**src/led_panel_pkg.sv**
```systemverilog
`default_nettype none

package led_panel_pkg;

  localparam int COLS       = 16;
  localparam int ROWS       = 16;
  localparam int ROW_PAIRS  = 8;
  localparam int PLANES     = 2;
  localparam int BASE_TIME  = 32;  // Display cycles of plane 0.
  localparam int WR_CREDITS = 4;

  typedef logic [3:0] col_t;
  typedef logic [3:0] row_t;
  typedef logic [2:0] pair_t;
  typedef logic [0:0] plane_t;

  typedef struct packed {
    logic [1:0] red;
    logic [1:0] green;
    logic [1:0] blue;
  } pixel_t;

  typedef struct packed {
    logic   en;
    pixel_t color;
  } overlay_t;

  // Layer 0 writes the image buffer, layer 1 the overlay buffer.
  typedef struct packed {
    row_t     row;
    col_t     col;
    logic     layer;
    overlay_t value;
  } pixel_wr_t;

  // Bit 2 is red, bit 1 green, bit 0 blue.
  typedef struct packed {
    logic [2:0] rgb0;
    logic [2:0] rgb1;
  } rgb_pair_t;

  typedef struct packed {
    logic   shift;
    col_t   col;
    pair_t  pair;
    plane_t plane;
    logic   latch;
    logic   show;
  } scan_ctl_t;

endpackage

`default_nettype wire
```
**src/led_panel.sv**
```systemverilog
`timescale 1ns/1ps
`default_nettype none

module led_panel (
  input  logic                      clk,
  input  logic                      rst_n,
  input  logic                      wr_valid,
  input  led_panel_pkg::pixel_wr_t  wr_cmd,
  output logic                      credit,
  output logic [2:0]                rgb0,
  output logic [2:0]                rgb1,
  output logic                      pclk,
  output led_panel_pkg::pair_t      row_addr,
  output logic                      latch,
  output logic                      oe_n
);
  import led_panel_pkg::*;

  logic      img_we;
  logic      ovl_we;
  row_t      wr_row;
  col_t      wr_col;
  overlay_t  wr_data;
  row_t      rd_row0;
  row_t      rd_row1;
  col_t      rd_col;
  pixel_t    img0;
  pixel_t    img1;
  overlay_t  ovl0;
  overlay_t  ovl1;
  logic      timer_start;
  logic      timer_mode_shift;
  logic      timer_done;
  col_t      timer_col;
  scan_ctl_t scan;
  rgb_pair_t bits;

  pixel_write_port u_write_port (
      .clk       (clk),
      .rst_n     (rst_n),
      .wr_valid  (wr_valid),
      .wr_cmd    (wr_cmd),
      .scan_shift(scan.shift),
      .img_we    (img_we),
      .ovl_we    (ovl_we),
      .wr_row    (wr_row),
      .wr_col    (wr_col),
      .wr_data   (wr_data),
      .credit    (credit)
  );

  // The image layer keeps only the colour of a write.
  frame_buffer #(
      .payload_t(pixel_t)
  ) u_image_fb (
      .clk     (clk),
      .we      (img_we),
      .wr_row  (wr_row),
      .wr_col  (wr_col),
      .wr_data (wr_data.color),
      .rd_row0 (rd_row0),
      .rd_row1 (rd_row1),
      .rd_col  (rd_col),
      .rd_data0(img0),
      .rd_data1(img1)
  );

  frame_buffer #(
      .payload_t(overlay_t)
  ) u_overlay_fb (
      .clk     (clk),
      .we      (ovl_we),
      .wr_row  (wr_row),
      .wr_col  (wr_col),
      .wr_data (wr_data),
      .rd_row0 (rd_row0),
      .rd_row1 (rd_row1),
      .rd_col  (rd_col),
      .rd_data0(ovl0),
      .rd_data1(ovl1)
  );

  bcm_timer u_timer (
      .clk       (clk),
      .rst_n     (rst_n),
      .start     (timer_start),
      .mode_shift(timer_mode_shift),
      .plane     (scan.plane),
      .col       (timer_col),
      .done      (timer_done)
  );

  scan_sequencer u_sequencer (
      .clk             (clk),
      .rst_n           (rst_n),
      .timer_done      (timer_done),
      .timer_col       (timer_col),
      .timer_start     (timer_start),
      .timer_mode_shift(timer_mode_shift),
      .scan            (scan)
  );

  row_fetch u_fetch (
      .scan   (scan),
      .img0   (img0),
      .img1   (img1),
      .ovl0   (ovl0),
      .ovl1   (ovl1),
      .rd_row0(rd_row0),
      .rd_row1(rd_row1),
      .rd_col (rd_col),
      .bits   (bits)
  );

  hub75_driver u_driver (
      .clk     (clk),
      .rst_n   (rst_n),
      .scan    (scan),
      .bits    (bits),
      .rgb0    (rgb0),
      .rgb1    (rgb1),
      .pclk    (pclk),
      .row_addr(row_addr),
      .latch   (latch),
      .oe_n    (oe_n)
  );

endmodule

`default_nettype wire

```
**src/hub75_driver.sv**
```systemverilog
`timescale 1ns/1ps
`default_nettype none

module hub75_driver (
  input  logic                      clk,
  input  logic                      rst_n,
  input  led_panel_pkg::scan_ctl_t  scan,
  input  led_panel_pkg::rgb_pair_t  bits,
  output logic [2:0]                rgb0,
  output logic [2:0]                rgb1,
  output logic                      pclk,
  output led_panel_pkg::pair_t      row_addr,
  output logic                      latch,
  output logic                      oe_n
);
  logic phase;  // Low in the data cycle of a column, high in its clock cycle.

  always_ff @(posedge clk) begin
    if (scan.shift && !phase) begin
      rgb0 <= bits.rgb0;
      rgb1 <= bits.rgb1;
    end
  end

  always_ff @(posedge clk) begin
    if (!rst_n) begin
      phase    <= 1'b0;
      pclk     <= 1'b0;
      latch    <= 1'b0;
      row_addr <= '0;
      oe_n     <= 1'b1;
    end else begin
      phase <= scan.shift && !phase;
      pclk  <= scan.shift && phase;  // Rises one cycle after the data settles.
      latch <= scan.latch;
      if (scan.latch) row_addr <= scan.pair;
      oe_n <= !scan.show;
    end
  end

endmodule

`default_nettype wire

```
**src/row_fetch.sv**
```systemverilog
`timescale 1ns/1ps
`default_nettype none

module row_fetch (
  input  led_panel_pkg::scan_ctl_t  scan,
  input  led_panel_pkg::pixel_t     img0,
  input  led_panel_pkg::pixel_t     img1,
  input  led_panel_pkg::overlay_t   ovl0,
  input  led_panel_pkg::overlay_t   ovl1,
  output led_panel_pkg::row_t       rd_row0,
  output led_panel_pkg::row_t       rd_row1,
  output led_panel_pkg::col_t       rd_col,
  output led_panel_pkg::rgb_pair_t  bits
);
  import led_panel_pkg::*;

  // An enabled overlay pixel hides the image pixel below it.
  function automatic logic [2:0] fuse_bits(
    input overlay_t ovl,
    input pixel_t   img,
    input plane_t   plane
  );
    pixel_t px;
    px = ovl.en ? ovl.color : img;
    return {px.red[plane], px.green[plane], px.blue[plane]};
  endfunction

  // The lower half of the panel sits ROW_PAIRS rows below the upper half.
  assign rd_row0 = row_t'(scan.pair);
  assign rd_row1 = row_t'(scan.pair) + row_t'(ROW_PAIRS);
  assign rd_col  = scan.col;

  always_comb begin
    bits.rgb0 = fuse_bits(ovl0, img0, scan.plane);
    bits.rgb1 = fuse_bits(ovl1, img1, scan.plane);
  end

endmodule

`default_nettype wire

```
**src/scan_sequencer.sv**
```systemverilog
`timescale 1ns/1ps
`default_nettype none

module scan_sequencer (
  input  logic                      clk,
  input  logic                      rst_n,
  input  logic                      timer_done,
  input  led_panel_pkg::col_t       timer_col,
  output logic                      timer_start,
  output logic                      timer_mode_shift,
  output led_panel_pkg::scan_ctl_t  scan
);
  import led_panel_pkg::*;

  typedef enum logic [1:0] {
    SHIFT,
    LATCH,
    SHOW,
    NEXT
  } state_t;

  state_t state;
  pair_t  pair;
  plane_t plane;

  always_ff @(posedge clk) begin
    if (!rst_n) begin
      state <= SHIFT;
      pair  <= '0;
      plane <= '0;
    end else begin
      case (state)
        SHIFT: begin
          if (timer_done) state <= LATCH;
        end
        LATCH: begin
          state <= SHOW;
        end
        SHOW: begin
          if (timer_done) state <= NEXT;
        end
        NEXT: begin
          state <= SHIFT;
          if (plane == plane_t'(PLANES - 1)) begin
            plane <= '0;
            pair  <= (pair == pair_t'(ROW_PAIRS - 1)) ? '0 : pair + 1'b1;
          end else begin
            plane <= plane + 1'b1;
          end
        end
        default: begin
          state <= SHIFT;
        end
      endcase
    end
  end

  // The timer is loaded on the transition, so its count is ready in the first cycle.
  assign timer_start      = (state == LATCH) || (state == NEXT);
  assign timer_mode_shift = (state == NEXT);

  always_comb begin
    scan.shift = (state == SHIFT);
    scan.col   = timer_col;
    scan.pair  = pair;
    scan.plane = plane;
    scan.latch = (state == LATCH);
    scan.show  = (state == SHOW);
  end

endmodule

`default_nettype wire

```
**src/bcm_timer.sv**
```systemverilog
`timescale 1ns/1ps
`default_nettype none

module bcm_timer (
  input  logic                   clk,
  input  logic                   rst_n,
  input  logic                   start,
  input  logic                   mode_shift,
  input  led_panel_pkg::plane_t  plane,
  output led_panel_pkg::col_t    col,
  output logic                   done
);
  import led_panel_pkg::*;

  typedef logic [$clog2(BASE_TIME << (PLANES - 1)) - 1:0] cnt_t;

  cnt_t cnt;    // Cycles left minus one.
  logic active;

  always_ff @(posedge clk) begin
    if (!rst_n) begin
      cnt    <= cnt_t'(2 * COLS - 1);  // The first shift begins right after reset.
      active <= 1'b1;
    end else if (start) begin
      cnt    <= mode_shift ? cnt_t'(2 * COLS - 1) : cnt_t'((BASE_TIME << plane) - 1);
      active <= 1'b1;
    end else if (active) begin
      if (cnt == '0) active <= 1'b0;
      else cnt <= cnt - 1'b1;
    end
  end

  assign done = active && (cnt == '0);

  // Counting down sends the far column first, as it travels furthest along the chain.
  assign col = col_t'(cnt >> 1);

endmodule

`default_nettype wire

```
**src/frame_buffer.sv**
```systemverilog
`timescale 1ns/1ps
`default_nettype none

module frame_buffer #(
  parameter type payload_t = led_panel_pkg::pixel_t
) (
  input  logic                 clk,
  input  logic                 we,
  input  led_panel_pkg::row_t  wr_row,
  input  led_panel_pkg::col_t  wr_col,
  input  payload_t             wr_data,
  input  led_panel_pkg::row_t  rd_row0,
  input  led_panel_pkg::row_t  rd_row1,
  input  led_panel_pkg::col_t  rd_col,
  output payload_t             rd_data0,
  output payload_t             rd_data1
);
  import led_panel_pkg::*;

  payload_t mem [ROWS][COLS];

  always_ff @(posedge clk) begin
    if (we) begin
      mem[wr_row][wr_col] <= wr_data;
    end
  end

  // Both halves of the panel are read in the same cycle.
  assign rd_data0 = mem[rd_row0][rd_col];
  assign rd_data1 = mem[rd_row1][rd_col];

endmodule

`default_nettype wire

```
**src/pixel_write_port.sv**
```systemverilog
`timescale 1ns/1ps
`default_nettype none

module pixel_write_port (
  input  logic                      clk,
  input  logic                      rst_n,
  input  logic                      wr_valid,
  input  led_panel_pkg::pixel_wr_t  wr_cmd,
  input  logic                      scan_shift,
  output logic                      img_we,
  output logic                      ovl_we,
  output led_panel_pkg::row_t       wr_row,
  output led_panel_pkg::col_t       wr_col,
  output led_panel_pkg::overlay_t   wr_data,
  output logic                      credit
);
  import led_panel_pkg::*;

  typedef logic [$clog2(WR_CREDITS) - 1:0] ptr_t;

  pixel_wr_t                            fifo_mem [WR_CREDITS];
  ptr_t                                 wr_ptr;
  ptr_t                                 rd_ptr;
  logic [$clog2(WR_CREDITS + 1) - 1:0]  count;
  logic                                 pop;
  pixel_wr_t                            head;

  // The host only writes while it holds a credit, so the queue cannot overflow.
  assign pop  = !scan_shift && (count != '0);
  assign head = fifo_mem[rd_ptr];

  assign img_we  = pop && !head.layer;
  assign ovl_we  = pop && head.layer;
  assign wr_row  = head.row;
  assign wr_col  = head.col;
  assign wr_data = head.value;

  always_ff @(posedge clk) begin
    if (wr_valid) fifo_mem[wr_ptr] <= wr_cmd;
  end

  always_ff @(posedge clk) begin
    if (!rst_n) begin
      wr_ptr <= '0;
      rd_ptr <= '0;
      count  <= '0;
      credit <= 1'b0;
    end else begin
      if (wr_valid) wr_ptr <= (wr_ptr == ptr_t'(WR_CREDITS - 1)) ? '0 : wr_ptr + 1'b1;
      if (pop) rd_ptr <= (rd_ptr == ptr_t'(WR_CREDITS - 1)) ? '0 : rd_ptr + 1'b1;
      if (wr_valid && !pop) count <= count + 1'b1;
      else if (pop && !wr_valid) count <= count - 1'b1;
      credit <= pop;  // One credit back the cycle after the buffer write.
    end
  end

endmodule

`default_nettype wire

```
**config.mk**
```make
export PLATFORM = sky130hd
export DESIGN_NAME = led_panel
export DESIGN_NICKNAME = d
export VERILOG_FILES = /design/src/led_panel_pkg.sv /design/src/led_panel.sv /design/src/hub75_driver.sv /design/src/row_fetch.sv /design/src/scan_sequencer.sv /design/src/bcm_timer.sv /design/src/frame_buffer.sv /design/src/pixel_write_port.sv
export SDC_FILE = /design/constraint.sdc
export NUM_CORES = 2
export LEC_CHECK = 0
export BUFFER_PORTS_ARGS = -buffer_cell sky130_fd_sc_hd__buf_2
export CAP_MARGIN = 20
export CORE_UTILIZATION = 30
export CTS_BUF_LIST = sky130_fd_sc_hd__clkbuf_4 sky130_fd_sc_hd__clkbuf_8
export DETAILED_ROUTE_END_ITERATION = 16
export PLACE_DENSITY_LB_ADDON = 0.25
export SYNTH_ARGS = -nofsm -noshare
export SYNTH_HDL_FRONTEND = slang
export SYNTH_SLANG_ARGS = --single-unit
```
**constraint.sdc**
```tcl
create_clock -name clk -period 12.67 [get_ports clk]
set_input_delay 0.6335 -clock clk [delete_from_list [all_inputs] [get_ports clk]]
set_output_delay 0.6335 -clock clk [all_outputs]
set_load 0.02 [all_outputs]
```
# After elaboration in Yosys (flattened, before gate mapping)
# Memories as Yosys holds them, arrays and structs flattened. A register that Yosys moved wholly into a read port is not among the register bits.
# Index checks and enable logic that the tools add are counted.
[classes]
addsub = 9
order_cmp = 4
n_eq_ne = 9
n_shift = 1
n_mux = 57
bitwise = 3
n_reduce_logical = 25
[ops]
columns = ["operator", "count"]
rows = [
  ["112-bit two-way mux", 1],
  ["96-bit two-way mux", 1],
  ["6-bit two-way mux", 11],
  ["7-bit binary-select mux with 4-bit select", 2],
  ["6-bit binary-select mux with 4-bit select", 2],
  ["7-bit two-way mux", 5],
  ["7-bit demux with 4-bit select", 1],
  ["6-bit demux with 4-bit select", 1],
  ["1-bit two-way mux", 19],
  ["4-bit two-way mux", 4],
  ["2-bit two-way mux", 6],
  ["5-bit >= comparator (second input constant)", 2],
  ["4-bit NOT with 5-bit output", 2],
  ["1-bit logical AND", 9],
  ["3-bit two-way mux", 3],
  ["2-bit equality test (second input constant)", 4],
  ["2-bit one-hot mux with 4 select lines", 1],
  ["3-bit by 1-bit adder with 3-bit output (second input constant)", 2],
  ["1-bit zero test", 6],
  ["6-bit zero test", 1],
  ["2-bit inequality test (second input constant)", 3],
  ["2-bit AND reduction", 3],
  ["6-bit by 1-bit << shifter with 6-bit output (first input constant)", 1],
  ["6-bit by 1-bit subtractor with 6-bit output (second input constant)", 1],
  ["15 further kinds", 17],
]
[totals]
register_bits = 34
mem_bits_rw = 3392
inputBits = 19
output_inout_bits = 13
elab_cells = 127
mem_count = 3
[mem_list]
columns = ["memory", "words", "word_bits", "read_ports", "rd_clocked_by_memory_dff", "wr", "line_no", "source"]
rows = [
  ["u_overlay_fb.mem", 16, 112, 2, 1, 1, "frame_buffer.sv:20", "payload_t mem [ROWS][COLS];"],
  ["u_image_fb.mem", 16, 96, 2, 1, 1, "frame_buffer.sv:20", ""],
  ["u_write_port.fifo_mem", 4, 16, 1, 1, 1, "pixel_write_port.sv:21", "pixel_wr_t fifo_mem [WR_CREDITS];"],
]

# Logic depth before layout (Yosys ltp)
# An unclocked memory read counts as a cell.
[depth]
ltp_word = 8
ltp_mapped = 13
mapped_depth_nobuf = 10

# Modules after synthesis
# Synthesis repeated with hierarchy kept, for this count alone.
[unflattened]
hier_cells = 8441
area_unflattened_um2 = 159855.8
[modules_own_cells]
columns = ["module", "instances", "cells_each", "area_per_inst_um2", "seq_area_each_um2"]
rows = [
  ["frame_buffer at u_overlay_fb", 1, 4370, 83189.8, 53811.6],
  ["frame_buffer at u_image_fb", 1, 3808, 72351.9, 46124.2],
  ["pixel_write_port", 1, 135, 2869.0, 2122.0],
  ["bcm_timer", 1, 46, 404.1, 140.1],
  ["hub75_driver", 1, 25, 400.4, 320.3],
  ["scan_sequencer", 1, 37, 385.4, 120.1],
  ["row_fetch", 1, 20, 255.2, 0.0],
]

# Least setup slack after synthesis
# OpenSTA, ideal clock, no wires.
[synth_timing]
path_kind = "reg-to-reg"
start = "register with a tool-made name"
end = "memory u_image_fb.mem[0][0] (netlist name), data pin"
setup_ns = 0.903
arrival_time_ns = 4.597
required_time_ns = 11.767
slack_ns = 7.170
stages_incl_launch_ff = 4
n_path_buf = 2
period_less_slack_ns = 5.500
path_cell_list = "dfxtp_1 > clkbuf_1 > buf_2 > mux4_2"
[synth_lines]
columns = ["element", "line_no"]
rows = [
  ["end, declared", "frame_buffer.sv:20"],
]

==> impl_summary.md <==
Pwr
VDD sags by at most 0.000111 V. The power per cell area is 164 nW/um^2. In this run the static leakage power is 44.4 nW. Of the total power, registers draw 53.1%. The share of total power dissipated in combinational logic is 8.2%. The switching power share of the total is 25.4%.

The net switching power is 6.29 mW. The clock network burns 38.7% of the power. The design internal power is 18.5 mW.

Worst setup path
The kind of cell adding the most delay to the critical path is buffers and inverters. Along the worst path, the maximum fanout reaches 47. The data arrival time of the worst path is 6.51 ns.

STA puts the critical path data required time at 13.59 ns. The worst setup path is launched from a flop. The endpoint class of the critical path is a flop.

The critical path is of the reg2reg type. The standard cell with the maximum stage delay on the critical path is sky130_fd_sc_hd__dfxtp_4. The critical path goes through buf_4 -> buf_4 -> mux4_2 -> a22oi_1 -> nand4_1 -> a211oi_1 -> o311ai_1 -> mux4_2. The number of buffer and inverter instances along the worst setup path is 2.

In this design, the stage delay of the slowest critical-path cell is 0.87 ns.

Logic synthesis
Synthesis produced a netlist with a net count of 6,316. The post-synthesis sequential element count is 3,431. Yosys printed 0 warnings.

Synthesis produced a netlist whose cell count is 6,281. The number of synthesized flops with an enable pin is 3,398. The async set or reset register ratio after synthesis is 0%.

The mapped netlist covers 133,000 sq um. The number of different library cells used by synthesis comes to 70. The top flip-flop cell by instance count after synthesis is sky130_fd_sc_hd__edfxtp_1. The average instance in the mapped netlist occupies 21.2 sq um.

The sequential fraction of the synthesis area is 77.1%.

STA
The max-slew violation count is 0. The final number of setup-violating endpoints is 0. In this run the tightest slew margin relative to its limit is 21.0%. At the pin with the least slew margin, the transition time is 1.18 ns.

The highest attainable clock frequency is 0.179 GHz. The ratio of final minimum period to clock period is 44.1%. After routing, the total negative slack on setup checks comes to 0 ns. The count of endpoints failing hold in the final timing report came to 0. The final worst clock skew is 0.0691 ns. Setup repair after global routing left no endpoint under its margin. The worst path needs 5.58 ns of the cycle, external delays included. The minimum setup slack in the final design is 7.09 ns.

Cells and area
From synthesis to final layout, the design area changed by 13.7%. The final design area excluding fillers is 151,000 sq um. The leading cell type in the layout, fill and taps excluded is sky130_fd_sc_hd__edfxtp_1. Once layout is complete, the cells apart from fillers number 13,000. The top cell types in the final layout, fill and taps aside, are sky130_fd_sc_hd__edfxtp_1 (3,398), sky130_fd_sc_hd__mux4_2 (831), sky130_fd_sc_hd__clkbuf_8 (565). The final layout contains 6,691 nets. The share of final-layout standard cells stronger than drive strength 1 is 27.4%.

Floorplan
The core box area is 442,000 sq um. The number of primary I/O pins is 32. The effective utilization at floorplan is 30.1%. The count of standard-cell rows is 244. The floorplan die height is 668 um.

From left edge to right edge, the die measures 668 um. The floorplan step defined a die boundary enclosing 447,000 sq um.

Global routing
The number of global-route vias before repair is 68,300. The global router's overall resource usage is 16.1%. The maximum number of pins on one net before global-route repair is 225.

The wire length of the first global-routing pass is 519,000 um. For this run the aggregate overflow at the end of global routing stands at 0. The initial antenna violation count is 19.

Routing
The number of vias after detailed routing is 65,000. In this run, the number of DRC markers left after iteration 0 of detailed routing was 6,283. The post-route antenna net violation count is 0.

The via-per-instance ratio is 5.00. The first detailed-routing pass ran for 5 iterations. For this run, design rule violations remaining after detail routing come to 0. Dividing the detail-routed wire length by the instance count gives 28.2 um. After detailed routing, the total wire length is 366,000 um.

Placement
Counting tap cells, the placed design contains a total of 12,000 instances. The post-placement worst setup slack is 6.84 ns. Summing all placed instances gives a cell area of 140,000 sq um. The count of buffers from port buffering is 31.

The post-detailed-placement half-perimeter wirelength is 216,000 um. The global placer's final weighted congestion is 0.773.

Clocking
CTS saw 3,431 sinks. For the worst-skew pair, the clock arrives at the later sink with an insertion delay of 1.18 ns. The clock tree root buffer cell is sky130_fd_sc_hd__clkbuf_8. The number of buffers added by the clock tree synthesis step is 558. In this run the number of H-tree levels came out at 6. The clock transition at the register clock pins on the worst setup and hold paths after CTS is 0.06 ns. The CTS tree is yes. No sink is reached through more buffers than the 4 on the longest clock path.

Run status
The run finished with clean final reports.

Worst hold path
The tightest min-delay check is of the in2reg type.

Flow run
The number of maximum-capacitance constraint violations is 0.
==> cell usage after synthesis, drive strengths merged, types with 10 or more instances <==
cell type	number	area, sq um
nand2b	13	81.3
buf	232	1480
a21oi	52	260
a211oi	16	120
o221ai	22	193
a221oi	26	228
mux2	14	158
nand2	186	698
mux2i	217	2170
nor2b	34	213
and3	18	113
ha	15	188
mux4	838	18900
dfxtp	33	661
a31oi	14	87.6
nand3	58	290
a22oi	97	728
o21ai	35	175
nor3	29	145
and2	17	106
inv	14	52.6
nor2	558	2090
or3	10	62.6
clkbuf	147	552
nand4	13	81.3
o22ai	75	469
edfxtp	3398	102000
==> path summary, 6_finish.rpt <==
| path | start | cells after the start | slack [ns] | end |
|---|---|---|---|---|
| hold / removal | wr_cmd[2] | 2 | 0.22 | u_write_port.fifo_mem[1][2] |
| hold reg to reg | u_driver.phase | 1 | 0.45 | u_driver.phase |
| setup / recovery | u_sequencer.pair[0] | 8 | 7.09 | u_driver.rgb1[0] |
| setup reg to reg | u_sequencer.pair[0] | 8 | 7.09 | u_driver.rgb1[0] |
==> cell type report <==
class                           count  area, sq um
Inverter                           15         58.8
Tap cell                         5904         7390
Sequential cell                  3431       103000
Antenna cell                        9         22.5
Fill cell                       41300       290000
Timing Repair Buffer              194         1730
Multi-Input combinational cell   2456        28500
Clock buffer                      738         9070
Clock inverter                    244         1840
==> cell families after synthesis <==
logic type | count (synthesis) | synth area share [%]
adders and majority gates | 16 | 0.156
DFF | 3431 | 77.1
and+or+nand+nor | 964 | 3.08
AOI/OAI and AO/OA | 400 | 2.12
muxes | 1069 | 15.9
buffers and inverters | 394 | 1.57
xor gates and xnor gates | 7 | 0.0460
==> power by group through the flow <==
| stage | clock network, mW | registers, mW | logic (mW) |
|---|---|---|---|
| after floorplan | 0 | 13.5 | 0.891 |
| after global placement | 0 | 13.4 | 2.00 |
| after detailed placement | 0 | 13.4 | 2.06 |
| after CTS | 9.82 | 13.1 | 2.07 |
| after global routing | 10.3 | 13.1 | 2.13 |
| final | 9.60 | 13.1 | 2.03 |
==> routing by layer <==
| metal | track usage [%] | vias to the layer above | share of wire (%) |
|---|---|---|---|
| li1 | - | 27000 | - |
| met1 | 22.1 | 35400 | 43 |
| met2 | 26.7 | 2144 | 49 |
| met3 | 2.42 | 482 | 5.4 |
| met4 | 4.36 | 2 | 2.4 |
| met5 | 0 | - | 0.0036 |
==> repair_timing <==
action	4_1_cts	5_1_grt
setup buffers	0	0
gates resized for setup	0	0
hold endpoints to repair	96	0
hold buffers	19	0
==> flip-flops by register name, summed over array words and instances, names as in the netlist, named ones only <==
register               flops
u_driver.rgb0              3
u_timer.active             1
u_write_port.rd_ptr        2
u_driver.oe_n              1
u_sequencer.pair           3
u_driver.phase             1
u_write_port.count         3
u_sequencer.state          2
u_write_port.wr_ptr        2
u_driver.pclk              1
u_driver.latch             1
u_write_port.fifo_mem     64
u_driver.row_addr          3
u_timer.cnt                6
u_overlay_fb.mem        1792
u_driver.rgb1              3
u_write_port.credit        1
u_image_fb.mem          1536
u_sequencer.plane          1
==> through the flow <==
step                      hold slack [ns]  power [mW]  util, %
after floorplan                     0.405        14.4        -
after global placement              0.447        15.4     31.7
after detailed placement            0.447        15.4     31.7
after CTS                          0.0971        25.0     34.2
after global routing                0.187        25.6     34.3
final                               0.224        24.8     34.3
==> worst register-to-register path, stage by stage (launching register included) <==
cell and delay, ns:
sky130_fd_sc_hd__dfxtp_4 0.87, sky130_fd_sc_hd__buf_4 0.79, sky130_fd_sc_hd__buf_4 0.92, sky130_fd_sc_hd__mux4_2 0.69, sky130_fd_sc_hd__a22oi_1 0.36, sky130_fd_sc_hd__nand4_1 0.24
sky130_fd_sc_hd__a211oi_1 0.78, sky130_fd_sc_hd__o311ai_1 0.21, sky130_fd_sc_hd__mux4_2 0.50
(Power assumes the default switching activity.)
